$ cat config.mk
export PLATFORM = sky130hd
export DESIGN_NAME = credit_fifo
export DESIGN_NICKNAME = d
export VERILOG_FILES = /design/src/rtl/credit_fifo_pkg.sv /design/src/rtl/credit_fifo.sv /design/src/rtl/credit_fifo_pop_ctrl.sv /design/src/rtl/credit_fifo_push_ctrl.sv /design/src/rtl/credit_fifo_ram.sv
export VERILOG_INCLUDE_DIRS = /design/src /design/src/rtl
export SDC_FILE = /design/constraint.sdc
export NUM_CORES = 1
export LEC_CHECK = 0
export ABC_CLOCK_PERIOD_IN_PS = 3740
export BUFFER_PORTS_ARGS = -buffer_cell sky130_fd_sc_hd__buf_2
export CAP_MARGIN = 20
export CORE_AREA = 5 5 105 107
export CTS_BUF_LIST = sky130_fd_sc_hd__clkbuf_4 sky130_fd_sc_hd__clkbuf_8
export DETAILED_ROUTE_END_ITERATION = 6
export DIE_AREA = 0 0 110 112
export SLEW_MARGIN = 0
export SYNTH_ARGS = -nofsm -noshare
export SYNTH_HDL_FRONTEND = slang
export SYNTH_SLANG_ARGS = --single-unit
$ cat constraint.sdc
create_clock -name clk -period 3.74 [get_ports clk]
set_clock_uncertainty 0.1 [all_clocks]
set_input_delay 0.748 -clock clk [delete_from_list [all_inputs] [get_ports clk]]
set_output_delay 0.748 -clock clk [all_outputs]
set_load 0.02 [all_outputs]
$ cat src/rtl/credit_fifo_defs.svh
// --------------------
// Build-time settings of the credit FIFO
// Depth, word width, derived counter widths and the bypass switch
// --------------------

`ifndef CREDIT_FIFO_DEFS_SVH
`define CREDIT_FIFO_DEFS_SVH

// Number of entries, at least 2 and a power of two so the pointers wrap
`define CREDIT_FIFO_DEPTH 4

// Width of one data word
`define CREDIT_FIFO_WIDTH 16

// Pointer width into the RAM
`define CREDIT_FIFO_ADDR_W $clog2(`CREDIT_FIFO_DEPTH)

// Width of items, slots and every credit value, large enough to hold the depth
`define CREDIT_FIFO_COUNT_W $clog2(`CREDIT_FIFO_DEPTH + 1)

// Set to 1 for push-to-pop cut-through when empty, 0 to route every word through the RAM
`define CREDIT_FIFO_BYPASS 1

`endif

$ cat src/rtl/credit_fifo_pkg.sv
// --------------------
// Shared types of the credit FIFO
// Push beat, RAM write request, occupancy flags and credit setup
// --------------------

`default_nettype none

`include "credit_fifo_defs.svh"

package credit_fifo_pkg;

  // One word offered by the sender on the push side
  typedef struct packed {
    logic                          valid;
    logic [`CREDIT_FIFO_WIDTH-1:0] data;
  } push_beat_t;

  // Single-cycle write strobe into the flop RAM
  typedef struct packed {
    logic                           en;
    logic [`CREDIT_FIFO_ADDR_W-1:0] addr;
    logic [`CREDIT_FIFO_WIDTH-1:0]  data;
  } ram_wr_t;

  // Occupancy as seen from the pop side
  typedef struct packed {
    logic [`CREDIT_FIFO_COUNT_W-1:0] items;
    logic [`CREDIT_FIFO_COUNT_W-1:0] slots;
    logic                            full;
    logic                            empty;
  } fifo_status_t;

  // Credits loaded at reset and credits kept back from the sender
  typedef struct packed {
    logic [`CREDIT_FIFO_COUNT_W-1:0] initial_credit;
    logic [`CREDIT_FIFO_COUNT_W-1:0] withhold;
  } credit_cfg_t;

endpackage

`default_nettype wire

$ cat src/rtl/credit_fifo.sv
// --------------------
// Credit-flow receive FIFO top level
// Connects the input side, flop RAM and output side
// --------------------

`timescale 1ns/1ps
`default_nettype none

`include "credit_fifo_defs.svh"

module credit_fifo import credit_fifo_pkg::*; (
  input  wire logic                             clk,
  input  wire logic                             rst,

  // Push side with credit return
  input  wire push_beat_t                       push,
  input  wire logic                             push_credit_stall,
  input  wire credit_cfg_t                      credit_cfg,
  output logic                                  push_credit,
  output logic [`CREDIT_FIFO_COUNT_W-1:0]       credit_count,
  output logic [`CREDIT_FIFO_COUNT_W-1:0]       credit_available,

  // Pop side with ready/valid
  input  wire logic                             pop_ready,
  output logic                                  pop_valid,
  output logic [`CREDIT_FIFO_WIDTH-1:0]         pop_data,

  output fifo_status_t                          status
);

  ram_wr_t                         ram_wr;
  logic                            push_written;
  logic                            pop_fire;
  logic                            bypass_taken;
  logic [`CREDIT_FIFO_ADDR_W-1:0]  rd_addr;
  logic [`CREDIT_FIFO_WIDTH-1:0]   rd_data;

  // Credits and writes
  credit_fifo_push_ctrl u_push_ctrl (
    .clk               (clk),
    .rst               (rst),
    .push              (push),
    .push_credit_stall (push_credit_stall),
    .credit_cfg        (credit_cfg),
    .push_credit       (push_credit),
    .credit_count      (credit_count),
    .credit_available  (credit_available),
    .pop_fire          (pop_fire),
    .bypass_taken      (bypass_taken),
    .ram_wr            (ram_wr),
    .push_written      (push_written)
  );

  // Storage
  credit_fifo_ram u_ram (
    .clk     (clk),
    .wr      (ram_wr),
    .rd_addr (rd_addr),
    .rd_data (rd_data)
  );

  // Reads, occupancy and the bypass path, which sees the raw push beat
  credit_fifo_pop_ctrl u_pop_ctrl (
    .clk          (clk),
    .rst          (rst),
    .push         (push),
    .push_written (push_written),
    .rd_addr      (rd_addr),
    .rd_data      (rd_data),
    .pop_ready    (pop_ready),
    .pop_valid    (pop_valid),
    .pop_data     (pop_data),
    .pop_fire     (pop_fire),
    .bypass_taken (bypass_taken),
    .status       (status)
  );

endmodule

`default_nettype wire

$ cat src/rtl/credit_fifo_pop_ctrl.sv
// --------------------
// Output side of the credit FIFO
// Read pointer, occupancy count, status flags, pop handshake and bypass
// --------------------

`timescale 1ns/1ps
`default_nettype none

`include "credit_fifo_defs.svh"

module credit_fifo_pop_ctrl import credit_fifo_pkg::*; (
  input  wire logic                             clk,
  input  wire logic                             rst,

  // Push beat and write strobe from the input side
  input  wire push_beat_t                       push,
  input  wire logic                             push_written,

  // Read port of the RAM
  output logic [`CREDIT_FIFO_ADDR_W-1:0]        rd_addr,
  input  wire logic [`CREDIT_FIFO_WIDTH-1:0]    rd_data,

  // Pop interface towards the consumer
  input  wire logic                             pop_ready,
  output logic                                  pop_valid,
  output logic [`CREDIT_FIFO_WIDTH-1:0]         pop_data,

  // Feedback to the input side
  output logic                                  pop_fire,
  output logic                                  bypass_taken,

  // Occupancy flags
  output fifo_status_t                          status
);

  localparam int unsigned count_w = `CREDIT_FIFO_COUNT_W;
  localparam int unsigned addr_w  = `CREDIT_FIFO_ADDR_W;
  localparam logic [count_w-1:0] depth_count = count_w'(`CREDIT_FIFO_DEPTH);

  logic [count_w-1:0] items;
  logic [count_w-1:0] items_next;
  logic [addr_w-1:0]  rd_ptr;
  logic               bypass_hit;
  logic               ram_pop;

  // --------------------
  // Pop handshake
  // --------------------

  // Cut-through applies only when nothing older is waiting in the RAM
  assign bypass_hit = (`CREDIT_FIFO_BYPASS != 0) && (items == '0) && push.valid;

  // Stored words take priority, an empty FIFO shows the incoming push
  assign pop_valid = (items != '0) || bypass_hit;
  assign pop_data  = bypass_hit ? push.data : rd_data;
  assign pop_fire  = pop_valid && pop_ready;

  // A bypassed word that is accepted never reaches the RAM
  // If the consumer is not ready it is written and shown again from the RAM next cycle
  assign bypass_taken = bypass_hit && pop_ready;

  // Pops that drain a stored word
  assign ram_pop = pop_fire && !bypass_taken;

  // --------------------
  // Read pointer and count
  // --------------------

  assign rd_addr = rd_ptr;

  always_ff @(posedge clk) begin
    if (rst) begin
      rd_ptr <= '0;
    end else if (ram_pop) begin
      rd_ptr <= rd_ptr + addr_w'(1);
    end
  end

  // Occupancy follows RAM writes and RAM reads only
  always_comb begin
    case ({push_written, ram_pop})
      2'b10:   items_next = items + count_w'(1);
      2'b01:   items_next = items - count_w'(1);
      default: items_next = items;
    endcase
  end

  always_ff @(posedge clk) begin
    if (rst) begin
      items <= '0;
    end else begin
      items <= items_next;
    end
  end

  // Flags are all derived from the registered count
  always_comb begin
    status.items = items;
    status.slots = depth_count - items;
    status.full  = (items == depth_count);
    status.empty = (items == '0);
  end

endmodule

`default_nettype wire

$ cat src/rtl/credit_fifo_push_ctrl.sv
// --------------------
// Input side of the credit FIFO
// Credit counter, credit return pulse, write pointer and RAM write request
// --------------------

`timescale 1ns/1ps
`default_nettype none

`include "credit_fifo_defs.svh"

module credit_fifo_push_ctrl import credit_fifo_pkg::*; (
  input  wire logic                            clk,
  input  wire logic                            rst,

  // Push interface from the sender
  input  wire push_beat_t                      push,
  input  wire logic                            push_credit_stall,
  input  wire credit_cfg_t                     credit_cfg,
  output logic                                 push_credit,
  output logic [`CREDIT_FIFO_COUNT_W-1:0]      credit_count,
  output logic [`CREDIT_FIFO_COUNT_W-1:0]      credit_available,

  // Feedback from the output side
  input  wire logic                            pop_fire,
  input  wire logic                            bypass_taken,

  // Write request into the RAM and write strobe for the output side
  output ram_wr_t                              ram_wr,
  output logic                                 push_written
);

  localparam int unsigned count_w = `CREDIT_FIFO_COUNT_W;
  localparam int unsigned addr_w  = `CREDIT_FIFO_ADDR_W;

  logic [count_w-1:0] credit_count_next;
  logic [addr_w-1:0]  wr_ptr;

  // --------------------
  // Credit counter
  // --------------------

  // The counter holds every credit the FIFO still owns
  // Some of them may be withheld, the rest can go out to the sender
  always_comb begin
    if (credit_count > credit_cfg.withhold) begin
      credit_available = credit_count - credit_cfg.withhold;
    end else begin
      credit_available = '0;
    end
  end

  // One credit leaves per cycle while any are available and the sender is not stalling us
  // Credits are held back while the counter is still being loaded
  assign push_credit = !rst && !push_credit_stall && (credit_available != '0);

  // A pop hands a slot back, an outgoing credit spends one
  // Both in the same cycle cancel out
  always_comb begin
    case ({pop_fire, push_credit})
      2'b10:   credit_count_next = credit_count + count_w'(1);
      2'b01:   credit_count_next = credit_count - count_w'(1);
      default: credit_count_next = credit_count;
    endcase
  end

  // The initial credit value is loaded for as long as reset is held
  always_ff @(posedge clk) begin
    if (rst) begin
      credit_count <= credit_cfg.initial_credit;
    end else begin
      credit_count <= credit_count_next;
    end
  end

  // --------------------
  // Write path
  // --------------------

  // A push goes into the RAM unless the output side consumed it straight away
  assign push_written = push.valid && !bypass_taken;

  // Write pointer wraps on its own because the depth is a power of two
  always_ff @(posedge clk) begin
    if (rst) begin
      wr_ptr <= '0;
    end else if (push_written) begin
      wr_ptr <= wr_ptr + addr_w'(1);
    end
  end

  // Write request is valid for exactly the cycle of the push
  always_comb begin
    ram_wr.en   = push_written;
    ram_wr.addr = wr_ptr;
    ram_wr.data = push.data;
  end

endmodule

`default_nettype wire

$ cat src/rtl/credit_fifo_ram.sv
// --------------------
// Flop RAM of the credit FIFO
// One synchronous write port and one combinational read port
// --------------------

`timescale 1ns/1ps
`default_nettype none

`include "credit_fifo_defs.svh"

module credit_fifo_ram (
  input  wire logic                             clk,

  // Write port, sampled at the rising edge
  input  wire credit_fifo_pkg::ram_wr_t         wr,

  // Read port, available in the same cycle
  input  wire logic [`CREDIT_FIFO_ADDR_W-1:0]   rd_addr,
  output logic [`CREDIT_FIFO_WIDTH-1:0]         rd_data
);

  localparam int unsigned depth = `CREDIT_FIFO_DEPTH;
  localparam int unsigned width = `CREDIT_FIFO_WIDTH;

  // --------------------
  // Storage
  // --------------------

  // One word of plain flops per entry
  logic [width-1:0] mem [depth];

  // Only the addressed entry is loaded on a write
  always_ff @(posedge clk) begin
    if (wr.en) begin
      mem[wr.addr] <= wr.data;
    end
  end

  // --------------------
  // Read
  // --------------------

  // Asynchronous read so the word at the read pointer is visible right away
  // A word written in cycle t can be read from cycle t+1 on
  assign rd_data = mem[rd_addr];

endmodule

`default_nettype wire

# --- After elaboration in Yosys (flattened, before gate mapping) ---
# Memory sizes are Yosys's and may differ from the RTL's. A register that Yosys moved wholly into a read port is not among the register bits.
# Index checks and enable logic that the tools add are counted.
classes:
  addsub: 8
  mul: 0
  n_div: 0
  magnitude_cmp: 1
  n_eq_ne: 5
  shifts: 0
  n_mux: 9
  n_bitwise: 0
  n_reduce_logical: 16
ops:
  columns: ["cell", "count"]
  rows:
  - ["two-way mux 16 bit", 1]
  - ["case mux 3 bit (2 select lines)", 2]
  - ["nonzero test 3 bit", 3]
  - ["logical AND 1 bit", 7]
  - ["adder 3 x 1 -> 3 bit, second input constant", 2]
  - ["two-way mux 3 bit", 2]
  - ["subtractor 3 x 1 -> 3 bit, second input constant", 2]
  - ["adder 2 x 1 -> 2 bit, second input constant", 2]
  - ["equality test 2 x 1 -> 1 bit, second input constant", 2]
  - ["equality test 2 bit, second input constant", 2]
  - ["two-way mux 2 bit", 2]
  - ["equality test 3 bit, second input constant", 1]
  - ["greater-than comparator 3 bit", 1]
  - ["logical NOT 1 bit", 3]
  - ["logical NOT 3 bit", 1]
  - ["subtractor 3 bit", 1]
  - ["subtractor 3 bit, first input constant", 1]
  - ["two-way mux 1 bit", 2]
  - ["nonzero test 2 bit", 1]
  - ["logical OR 1 bit", 1]
totals:
  regBits: 10
  latch_bits: 0
  ram_bits: 64
  romBits: 0
  input_bits: 27
  mem_count: 1
mem_list:
  columns: ["name", "words", "word_bits", "read_ports", "rd_ports_with_merged_regs", "wr", "line_no", "source"]
  rows:
  - ["u_ram.mem", 4, 16, 1, 1, 1, "credit_fifo_ram.sv:30", "logic [width-1:0] mem [depth];"]

# --- Logic depth before layout (Yosys ltp) ---
# Gate-level depths: netlist (run 1).
logic_depth:
  word_depth: 7
  mapped_depth: 12
  ltp_nobuf: 12

# --- Hierarchy ---
# A second synthesis (run 1) with hierarchy kept.
hier_totals:
  hier_cells: 206
  hier_area_um2: 3499.6
modules_own_cells:
  columns: ["mod", "instances", "cells_each", "area_each_um2", "seq_area_each_um2"]
  rows:
  - ["credit_fifo_ram", 1, 88, 2377.3, 1921.8]
  - ["credit_fifo_push_ctrl", 1, 65, 570.5, 130.1]
  - ["credit_fifo_pop_ctrl", 1, 53, 551.8, 100.1]

# --- Worst setup path before layout (run 1) ---
# OpenSTA, ideal clock, no wires.
synth_path:
  path_kind: "input-to-reg"
  startpoint: "input credit_cfg[0] (netlist name)"
  endpoint: "register u_push_ctrl.credit_count[2], data pin"
  setup_time_ps: 259
  t_arrival_ps: 2888
  required_ps: 3381
  setup_slack_ps: 493
  stages: 11
  n_path_buf: 0
  cell_sequence: "ha_1 > inv_1 > fa_1 > nor2b_1 > a21oi_1 > nand2_1 > a211o_1 > fa_1 > xor2_1 > and3_1 > o31a_1"
synth_via:
  elab_chain_len: 7
  word_cells_on_any_way: 9
synth_lines:
  columns: ["element", "line_no", "source"]
  rows:
  - ["start: declaration", "credit_fifo.sv:18", "input wire credit_cfg_t credit_cfg,"]
  - ["subtractor 3 bit / greater-than comparator 3 bit (equally long branches)", "credit_fifo_push_ctrl.sv:46, credit_fifo_push_ctrl.sv:45", null]
  - ["two-way mux 3 bit (*)", "credit_fifo_push_ctrl.sv:45", "if (credit_count > credit_cfg.withhold) begin"]
  - ["nonzero test 3 bit (*)", "credit_fifo_push_ctrl.sv:54", "assign push_credit = !rst && !push_credit_stall && (credit_available != '0);"]
  - ["logical AND 1 bit (*)", "credit_fifo_push_ctrl.sv:54", null]
  - ["equality test 2 x 1 -> 1 bit / equality test 2 bit (equally long branches)", "credit_fifo_push_ctrl.sv:59", "case ({pop_fire, push_credit})"]
  - ["case mux 3 bit (2 select lines) (*)", "credit_fifo_push_ctrl.sv:59", null]
  - ["two-way mux 3 bit (*)", "credit_fifo_push_ctrl.sv:68", "if (rst) begin"]
  - ["end signal: assignment", "credit_fifo_push_ctrl.sv:69", "credit_count <= credit_cfg.initial_credit;"]
  - ["end signal: assignment", "credit_fifo_push_ctrl.sv:71", "credit_count <= credit_count_next;"]
  - ["end: declaration", "credit_fifo_push_ctrl.sv:20", "output logic [`CREDIT_FIFO_COUNT_W-1:0] credit_count,"]
# Every way passes the cells marked *; elsewhere a longest branch is shown, timed or not.
# A chain may end at the register's enable or synchronous reset.

# --- Worst setup path after layout (run 1) ---
layout_path:
  startpoint: "register u_push_ctrl.credit_count[0]"
  endpoint: "register u_push_ctrl.credit_count[2], data pin"
layout_via:
  elab_chain_len: 7
  word_cells_on_any_way: 11
layout_lines:
  columns: ["element", "line_no"]
  rows:
  - ["subtractor 3 bit / greater-than comparator 3 bit (equally long branches)", "credit_fifo_push_ctrl.sv:46, credit_fifo_push_ctrl.sv:45"]
  - ["two-way mux 3 bit", "credit_fifo_push_ctrl.sv:45"]
  - ["nonzero test 3 bit", "credit_fifo_push_ctrl.sv:54"]
  - ["logical AND 1 bit", "credit_fifo_push_ctrl.sv:54"]
  - ["equality test 2 x 1 -> 1 bit / equality test 2 bit (equally long branches)", "credit_fifo_push_ctrl.sv:59"]
  - ["case mux 3 bit (2 select lines) (*)", "credit_fifo_push_ctrl.sv:59"]
  - ["two-way mux 3 bit (*)", "credit_fifo_push_ctrl.sv:68"]
# Marked as above.

==> results of run 1 <==
path summary, 6_finish.rpt:
path,cells after the start,startpoint,slack (ns),end
max,12,u_push_ctrl.credit_count[0],0.52,u_push_ctrl.credit_count[2]
min,2,u_pop_ctrl.items[2],0.43,u_pop_ctrl.items[2]
max reg2reg,12,u_push_ctrl.credit_count[0],0.52,u_push_ctrl.credit_count[2]
min reg2reg,2,u_pop_ctrl.items[2],0.43,u_pop_ctrl.items[2]
cell usage in the layout, fill, tap and decap left out, types with 7 or more instances in the layout:
cell,synthesis,routed
dfxtp_1,9,9
ha_1,11,11
mux2_2,7,7
a21oi_1,8,8
nor2_1,10,10
buf_2,2,58
mux4_2,10,10
mux2_4,10,10
inv_1,14,14
edfxtp_1,67,67
clkbuf_8,0,9
cells in the mapped netlist (2+ instances only):
library cell  number  share of area [%]
and2_1             5               0.91
xor2_1             4                1.0
nor2b_1            3               0.55
nand2b_1           2               0.37
xnor2_1            3               0.77
buf_2              2               0.29
edfxtp_1          67                 59
ha_1              11                4.0
mux2_2             7                2.3
fa_1               3                1.8
mux4_2            10                6.6
clkbuf_1           2               0.22
a21oi_1            8                1.2
nand2_1            3               0.33
mux2_4            10                4.4
mux4_1             6                4.6
dfxtp_1            9                5.3
inv_1             14                1.5
nor2_1            10                1.1
and3_1             2               0.37
kinds of logic after synthesis:
logic type | share of synthesized area [%]
adder cells (fa/ha/maj) | 5.78
flip-flops | 64.1
multiplexers | 18.2
AND/OR/NAND/NOR | 4.02
buffers and inverters | 3.18
AO/OA/AOI/OAI | 2.96
XOR/XNOR | 1.79
worst reg2reg max path: stages, from the launching register on:
cell and delay, ns:
edfxtp_1 0.40, inv_1 0.15, ha_1 0.18, inv_1 0.05, fa_1 0.49, nor2b_1 0.07, a21oi_1 0.14, nand2_1 0.10
a211o_1 0.31, fa_1 0.39, xor2_1 0.17, and3_1 0.18, o31a_1 0.23
power breakdown:
group	switching [mW]	total, mW	internal, mW
Combinational	0.694	1.26	0.563
Clock	0.294	0.597	0.303
Sequential	0.0746	1.13	1.05
state kept, by name, summed over array words and instances (netlist names), named ones only:
register and flops:
u_pop_ctrl.items 3, u_pop_ctrl.rd_addr 2, u_ram.mem 64, u_push_ctrl.wr_ptr 2
u_push_ctrl.credit_count 3
per-layer routing:
layer | vias to the layer above | track usage (%) | share of wire (%)
met5 | - | 0 | 0
met4 | 0 | 5.24 | 1.6
met3 | 10 | 2.78 | 6.3
met2 | 69 | 16.1 | 46
met1 | 899 | 15.4 | 46
li1 | 875 | - | -
stage by stage:
| step | setup WS [ns] | instances | area (um^2) |
|---|---|---|---|
| 6_report | 0.525 | 403 | 4060 |
| 3_5_place_dp | 0.225 | 387 | 3870 |
| 4_1_cts | 0.515 | 403 | 4060 |
| 3_3_place_gp | 0.344 | 387 | 3870 |
| 2_1_floorplan | 0.493 | 194 | 3420 |
| 5_1_grt | 0.308 | 403 | 4060 |
final cells by class:
class                           instances  area (um^2)  share of cell area [%]
Clock buffer                            9          124                    3.05
Multi-Input combinational cell         97         1120                    27.6
Clock inverter                          7         67.6                    1.66
Tap cell                              136          170                    4.19
Inverter                               14         52.6                    1.29
Sequential cell                        76         2190                    54.0
Timing Repair Buffer                   64          335                    8.26
==> metrics.txt, run 1 <==
Crit. End Element=flip-flop; DRC Markers=0; synthesized area=3420 um^2; final worst-path cycle share=86.0%; Die W=110 um; CTS tree=yes; largest net degree at the start of global routing=17; drt via density=4.60; Layout fillers=915; HP Class=flip-flop to flip-flop; number of global-route vias before repair=1,989; die area=12,300 um^2; min Tclk post-route=3.22 ns; CTS buffer count=9; # hold bufs at CTS=0; EDFF count, synth=67; Post-CTS Setup Bufs=0; DR pass1 iterations=5; measured slew at the worst slew-check pin=0.786 ns; sequential cell area fraction in the yosys report=64.1%; Max-cap violations=0; P_leak=1.52 nW; Die Span Y=112 um; Setup Viol. Count Final=0; final setup TNS=0 ns; layout cells sized above 1=40.1%; post-synth cell types=33; outcome=finished, final reports clean; Peak VDD IR=0.000340 V; Syn Inst Count=194; FFs w/ async S/R, synth=0%; nets=303; GRT overflow=0; fmax=311 MHz; delay-heaviest family, CP=adder cells; CTS Root Cell=clkbuf_8; initial antenna violation count=0; final core utilization=40.4%; PnR Total Power=2.98 mW; Slew headroom=47.5%; initial core utilization=34.1%; RePlAce Congestion=0.765; 1st-iter DRT viols=115; hold slack final=0.431 ns; Total GRT Usage=11.1%; critical path class=flip-flop to flip-flop; PwrDens=735 nW/um^2; Synth-to-Final Area Change=18.7%; Pins Over Slew Limit=0; Seq cells post-synth=76; Syn Area/Cell=17.6 um^2; Hold Vio Cnt, Final=0; clk sink count=76; slowest cell on the critical path=fa_1; Core ar.=10,000 um^2; total wire length=6210 um; num rows=37; CP cell instances=inv_1 -> ha_1 -> inv_1 -> fa_1 -> nor2b_1 -> a21oi_1 -> nand2_1 -> a211o_1 -> fa_1 -> xor2_1 -> and3_1 -> o31a_1; Syn. warnings=0; via count=1,853; Inserted Diodes=0; Worst setup SP type=flip-flop; clk buf depth=2; CTS resizes=0; CTS clk-pin slew, worst paths=0.08 ns; Buf+Inv Stages, Crit Path=2; port bufs=58; required time worst endpoint=3.74 ns; Routed WL per cell=15.4 um; prevailing post-synth register cell=edfxtp_1; hpwl dp=4210 um; crit path DAT=3.22 ns; CP peak stage delay=0.49 ns; RSZ-0062 raised after global routing=no; clk_lat worst skew=0.34 ns; DRT antenna net count=0; IO Count=59; worst-path maximum fanout=3; syn_nets=235; H-tree lvl count=3; first-pass GRT wire length=10,100 um
Note: power is estimated with default switching activity, not from simulation.
==> run 2, diff against run 1 <==
Settings changed: BUFFER_PORTS_ARGS -buffer_cell sky130_fd_sc_hd__buf_2 to -buffer_cell sky130_fd_sc_hd__buf_4.
==> run 2 against run 1 <==
Against the previous run:
- register-to-register slack better by 0.03 ns
- count of clock-buffer cells in the layout unchanged
- first-iteration DRC count shrank 44%
- worst hold slack better by 0.014 ns
- maximum frequency is 1.1% higher
- sequential power is essentially flat
==> metrics.txt, run 2 (synthesized netlist as in run 1, its figures left out) <==
num rows=37; P_leak=1.57 nW; hpwl dp=4280 um; min Tclk post-route=3.18 ns; final worst-path cycle share=85.0%; HP Class=flip-flop to flip-flop; Comb pwr share=44.4%; final setup TNS=0 ns; outcome=finished, final reports clean; design area=4210 um^2; Finished Layout Cells=403; Total GRT Usage=10.6%; CTS clk-pin slew, worst paths=0.08 ns; measured slew at the worst slew-check pin=0.784 ns; CTS buffer count=9; met2 WL post-DR=2980 um; GRT overflow=0; IO Count=59; most frequent cells in the layout=67 x edfxtp_1, 64 x buf_4, 14 x inv_1; area of the multi-input gates=1120 um^2; DR pass1 iterations=4; Flop pwr share=36.0%; layout cells sized above 1=40.4%; Slew headroom=47.6%; Peak VDD IR=0.000470 V; most common cell after layout, fill and taps aside=edfxtp_1; worst-path maximum fanout=3; Synth-to-Final Area Change=23.2%; Die W=110 um; clk_lat worst skew=0.34 ns; Worst setup SP type=flip-flop; required time worst endpoint=3.74 ns; Hold Vio Cnt, Final=0; CTS tree=yes; number of global-route vias before repair=1,932; initial antenna violation count=0; clk buf depth=2; DP Cell Count=387; Pins Over Slew Limit=0; Routed WL per cell=15.4 um; placed cell area=4020 um^2; max FFs per register=64; H-tree lvl count=3; first-pass GRT wire length=9720 um; DRC Markers=0; fmax=314 MHz; Highest Signal Layer=met4; Inserted Diodes=0; clock share of power=19.6%; Reg area=2190 um^2; RSZ-0062 raised after global routing=no; 1st-iter DRT viols=64; PnR Total Power=3.12 mW; PwrDens=740 nW/um^2; die area=12,300 um^2; CTS Root Cell=clkbuf_8; DRT antenna net count=0; critical path class=flip-flop to flip-flop; clk sink count=76; initial core utilization=34.1%; port bufs=58; Metal-1 WL=2670 um; CTS resizes=0; Crit. End Element=flip-flop; Post-CTS Setup Bufs=0; P_sw=1.08 mW; met3 wire length=448 um; Core ar.=10,000 um^2; drt via density=4.52; Max-cap violations=0; RePlAce Congestion=0.727; Biggest register=u_ram.mem; sw frac=34.6%; total wire length=6190 um; Top Registers=u_ram.mem x64, u_pop_ctrl.items x3, u_push_ctrl.credit_count x3; Int Power=2.04 mW; hold slack final=0.445 ns; Layout fillers=911; crit path DAT=3.18 ns; Setup Viol. Count Final=0; Die Span Y=112 um; via count=1,823; largest net degree at the start of global routing=17; # hold bufs at CTS=0; nets=303
==> run 2: cell types whose count changed in the layout (fill, tap and decap cells not counted) <==
cell	previous run	this run
buf_2	58	0
buf_4	6	64
inv_6	0	2
clkinv_1	2	1
clkinvlp_4	4	3
==> run 2: final timing paths <==
kind                                             startpoint                           to  slack [ns]  cells after the start
worst min-delay path                    u_pop_ctrl.items[2]          u_pop_ctrl.items[2]        0.44                      2
worst min register to register          u_pop_ctrl.items[2]          u_pop_ctrl.items[2]        0.44                      2
worst max-delay path            u_push_ctrl.credit_count[0]  u_push_ctrl.credit_count[2]        0.56                     12
worst max register to register  u_push_ctrl.credit_count[0]  u_push_ctrl.credit_count[2]        0.56                     12
==> run 2: area by class of cell <==
type / count / area share, %
clock buffers: 9 / 2.94
clock inverters: 7 / 1.75
inverters: 14 / 1.25
multi-input cells: 97 / 26.6
flip-flops and latches: 76 / 52.0
well taps: 136 / 4.04
repair buffers: 64 / 11.4
==> run 2: stage by stage <==
step                      setup WS [ns]  utilization (%)
after floorplan                   0.493                -
after global placement            0.347             40.0
after detailed placement          0.276             40.0
after CTS                         0.522             41.9
after global routing              0.345             41.9
final                             0.559             41.9
==> run 2: critical path, cell delays in order (launching register included) <==
cell	delay (ns)
edfxtp_1	0.42
inv_1	0.15
ha_1	0.17
inv_1	0.05
fa_1	0.49
nor2b_1	0.07
a21oi_1	0.14
nand2_1	0.09
a211o_1	0.31
fa_1	0.37
xor2_1	0.16
and3_1	0.19
o31a_1	0.22
==> run 2: power groups by stage <==
stage	Clock, mW	Combinational, mW	Sequential [mW]
final	0.612	1.39	1.12
after global placement	0	1.40	1.14
after global routing	0.677	1.51	1.13
after floorplan	0	0.957	1.15
after CTS	0.632	1.42	1.12
after detailed placement	0	1.41	1.14
==> run 2: per-layer routing <==
layer  vias to the layer above  global-route usage (%)
met3                         8                    4.35
met2                        50                    16.7
met4                         0                    3.49
met1                       888                    13.2
met5                         -                       0
li1                        877                       -
==> run 3, diff against run 2 <==
Settings changed: CORE_AREA 5 5 105 107 to 5 5 106 108, DIE_AREA 0 0 110 112 to 0 0 111 113, SYNTH_HIERARCHICAL from default to 1.
==> run 3 against run 2 <==
Against the previous run:
- wire length is 3.9% higher
- power is 0.19% lower
- register-to-register slack worse by 0.37 ns
- synthesized area is 2.3% higher
- critical path depth is 1 higher
- design area hardly changed
- core utilization is 0.36 points lower
- flip-flop and latch count is 2 lower
- die area is 1.8% higher
- synthesized cell count is 6.2% higher
- count of clock-buffer cells in the layout stayed put
- critical path type unchanged
==> metrics.txt, run 3 <==
outcome=finished, final reports clean; port bufs=58; Reg2Reg Capture Point=u_push_ctrl/credit_count[2]; CTS Root Cell=clkbuf_8; Setup Viol. Count Final=0; Crit. End Element=flip-flop; hpwl dp=4340 um; initial core utilization=34.5%; sw frac=33.0%; Worst setup SP type=flip-flop; Flop pwr share=34.5%; Pins Over Slew Limit=0; M2 GR Usage=16.5%; RSZ-0062 raised after global routing=no; post-synth cell types=40; Hold Vio Cnt, Final=0; number of global-route vias before repair=1,957; max FFs per register=64; Biggest register=u_ram/mem; design area=4220 um^2; CTS tree=yes; main area contributors after synthesis=edfxtp_1 57%, mux4_2 6.4%, mux4_1 4.5%; Comb pwr share=44.8%; sequential cell area fraction in the yosys report=61.5%; placed cell area=4000 um^2; P_leak=1.62 nW; FF-to-FF path depth=13; GRT busiest layer=met2; most common cell after layout, fill and taps aside=buf_4; reg2reg start=u_push_ctrl/credit_count[0]; clk buf depth=2; Routed WL per cell=16.0 um; Core ar.=10,100 um^2; cell taking the most area after synthesis=edfxtp_1; Syn Area/Cell=17.0 um^2; Die Span Y=113 um; die area=12,500 um^2; H-tree lvl count=3; GR Util met3=2.99%; Max-cap violations=0; P_sw=1.03 mW; nets=300; largest net degree at the start of global routing=18; fmax=282 MHz; total wire length=6430 um; FFs w/ async S/R, synth=0%; EDFF count, synth=67; DRC Markers=0; GRT overflow=0; Synth top area share=57.5%; most frequent cells in the layout=70 x buf_4, 67 x edfxtp_1, 12 x inv_1; PwrDens=738 nW/um^2; 1st-iter DRT viols=113; via count=1,865; CTS clk-pin slew, worst paths=0.07 ns; min Tclk post-route=3.55 ns; final worst-path cycle share=95.0%; syn_nets=243; RePlAce Congestion=0.764; Syn Inst Count=206; clk sink count=74; GR Util met1=13.7%; Syn. warnings=6; DRT antenna net count=0; worst hold path startpoint=u_pop_ctrl/items[1]; Top Registers=u_ram/mem x64, u_pop_ctrl/items x3, u_push_ctrl/credit_count x3; drt via density=4.63; Inserted Diodes=0; num rows=37; Slew headroom=42.0%; required time worst endpoint=3.72 ns; Peak VDD IR=0.000465 V; Total GRT Usage=10.5%; Die W=111 um; prevailing post-synth register cell=edfxtp_1; worst-path maximum fanout=2; Synth-to-Final Area Change=20.5%; DR pass1 iterations=4; initial antenna violation count=0; first-pass GRT wire length=10,200 um; crit path DAT=3.54 ns; measured slew at the worst slew-check pin=0.869 ns; Layout fillers=945; worst hold endpoint=u_pop_ctrl/items[1]; HP Class=flip-flop to flip-flop; synthesized area=3500 um^2; Seq cells post-synth=74; layout cells sized above 1=44.9%; critical path class=flip-flop to flip-flop; IO Count=59; Int Power=2.08 mW; Synth top cells by count=67 x edfxtp_1, 18 x buf_4, 13 x inv_1; CTS buffer count=9; clock share of power=20.7%; Worst R2R Setup Slack=0.19 ns; count leader, synth=edfxtp_1; hold path depth=2; clk_lat worst skew=0.33 ns; hold slack final=0.427 ns
-- run 3: changes by cell type after synthesis, moves of 3 or more --
cell / delta
a21oi_1: -6
and2_1: -4
and3b_1: +3
buf_4: +17
ha_1: -4
o21ai_0: +3
-- run 3: worst max path at each step --
stage / from / to / slack (ns)
final: u_push_ctrl/credit_count[0] / u_push_ctrl/credit_count[2] / 0.19
after global routing: u_push_ctrl/credit_count[0] / u_push_ctrl/credit_count[2] / 0.03
after CTS: u_push_ctrl/credit_count[0] / u_push_ctrl/credit_count[2] / 0.07
after detailed placement: credit_cfg[0] / u_push_ctrl/credit_count[2] / -0.17
after global placement: credit_cfg[0] / u_push_ctrl/credit_count[2] / -0.09
after floorplan: credit_cfg[0] / u_push_ctrl/credit_count[2] / 0.01
-- run 3: cell families (layout without fill, tap and decap cells) --
family	count (synthesis)	after routing	synth area share (%)
AO/OA/AOI/OAI	10	10	1.82
XOR/XNOR	8	8	2.00
adder cells (fa/ha/maj)	10	10	4.22
buffers and inverters	37	98	6.86
flip-flops	74	74	61.5
multiplexers	34	34	17.8
AND/OR/NAND/NOR	33	33	5.83
-- run 3: routing by layer --
| metal | vias to the layer above | share of wire [%] |
|---|---|---|
| met3 | 4 | 5.6 |
| met5 | - | 0 |
| met1 | 928 | 47 |
| met2 | 54 | 47 |
| li1 | 879 | - |
| met4 | 0 | 0.86 |
-- run 3: area by class of cell --
class | count | area (um^2) | share of cell area (%)
inverters | 13 | 48.8 | 1.16
multi-input cells | 95 | 1110 | 26.4
flip-flops and latches | 74 | 2150 | 51.1
repair buffers | 70 | 526 | 12.5
clock inverters | 6 | 82.6 | 1.96
well taps | 136 | 170 | 4.04
clock buffers | 9 | 124 | 2.94
-- run 3: critical path, stage by stage, from the launching register on --
cell      delay (ns)
edfxtp_1        0.40
inv_2           0.10
ha_1            0.14
inv_1           0.06
fa_1            0.38
xnor2_1         0.15
and3b_1         0.18
or4b_4          0.48
or2_2           0.30
fa_1            0.38
xor2_1          0.17
o21ai_0         0.10
mux2_2          0.27
o311a_1         0.10
-- run 3: power groups by stage --
stage               registers [mW]  clock network, mW  logic, mW
floorplan                     1.10                  0      0.950
global placement              1.09                  0       1.40
detailed placement            1.10                  0       1.41
CTS                           1.08              0.665       1.42
global route                  1.09              0.702       1.51
finish                        1.07              0.643       1.39
-- run 3: what timing repair did --
item / CTS / global route
endpoints found under the setup margin: 0 / 1
resized for setup: 0 / 1
hold buffers: 0 / 0
buffers inserted: 0 / 1
-- run 3: through the flow --
step | setup TNS [ns] | util, % | power (mW) | cells | worst slack [ns]
finish | 0 | 41.6 | 3.11 | 403 | 0.188
global route | 0 | 41.6 | 3.30 | 403 | 0.0318
floorplan | 0 | - | 2.05 | 206 | 0.0144
CTS | 0 | 41.5 | 3.16 | 402 | 0.0680
detailed placement | -0.168 | 39.5 | 2.51 | 387 | -0.168
global placement | -0.0889 | 39.5 | 2.50 | 387 | -0.0889
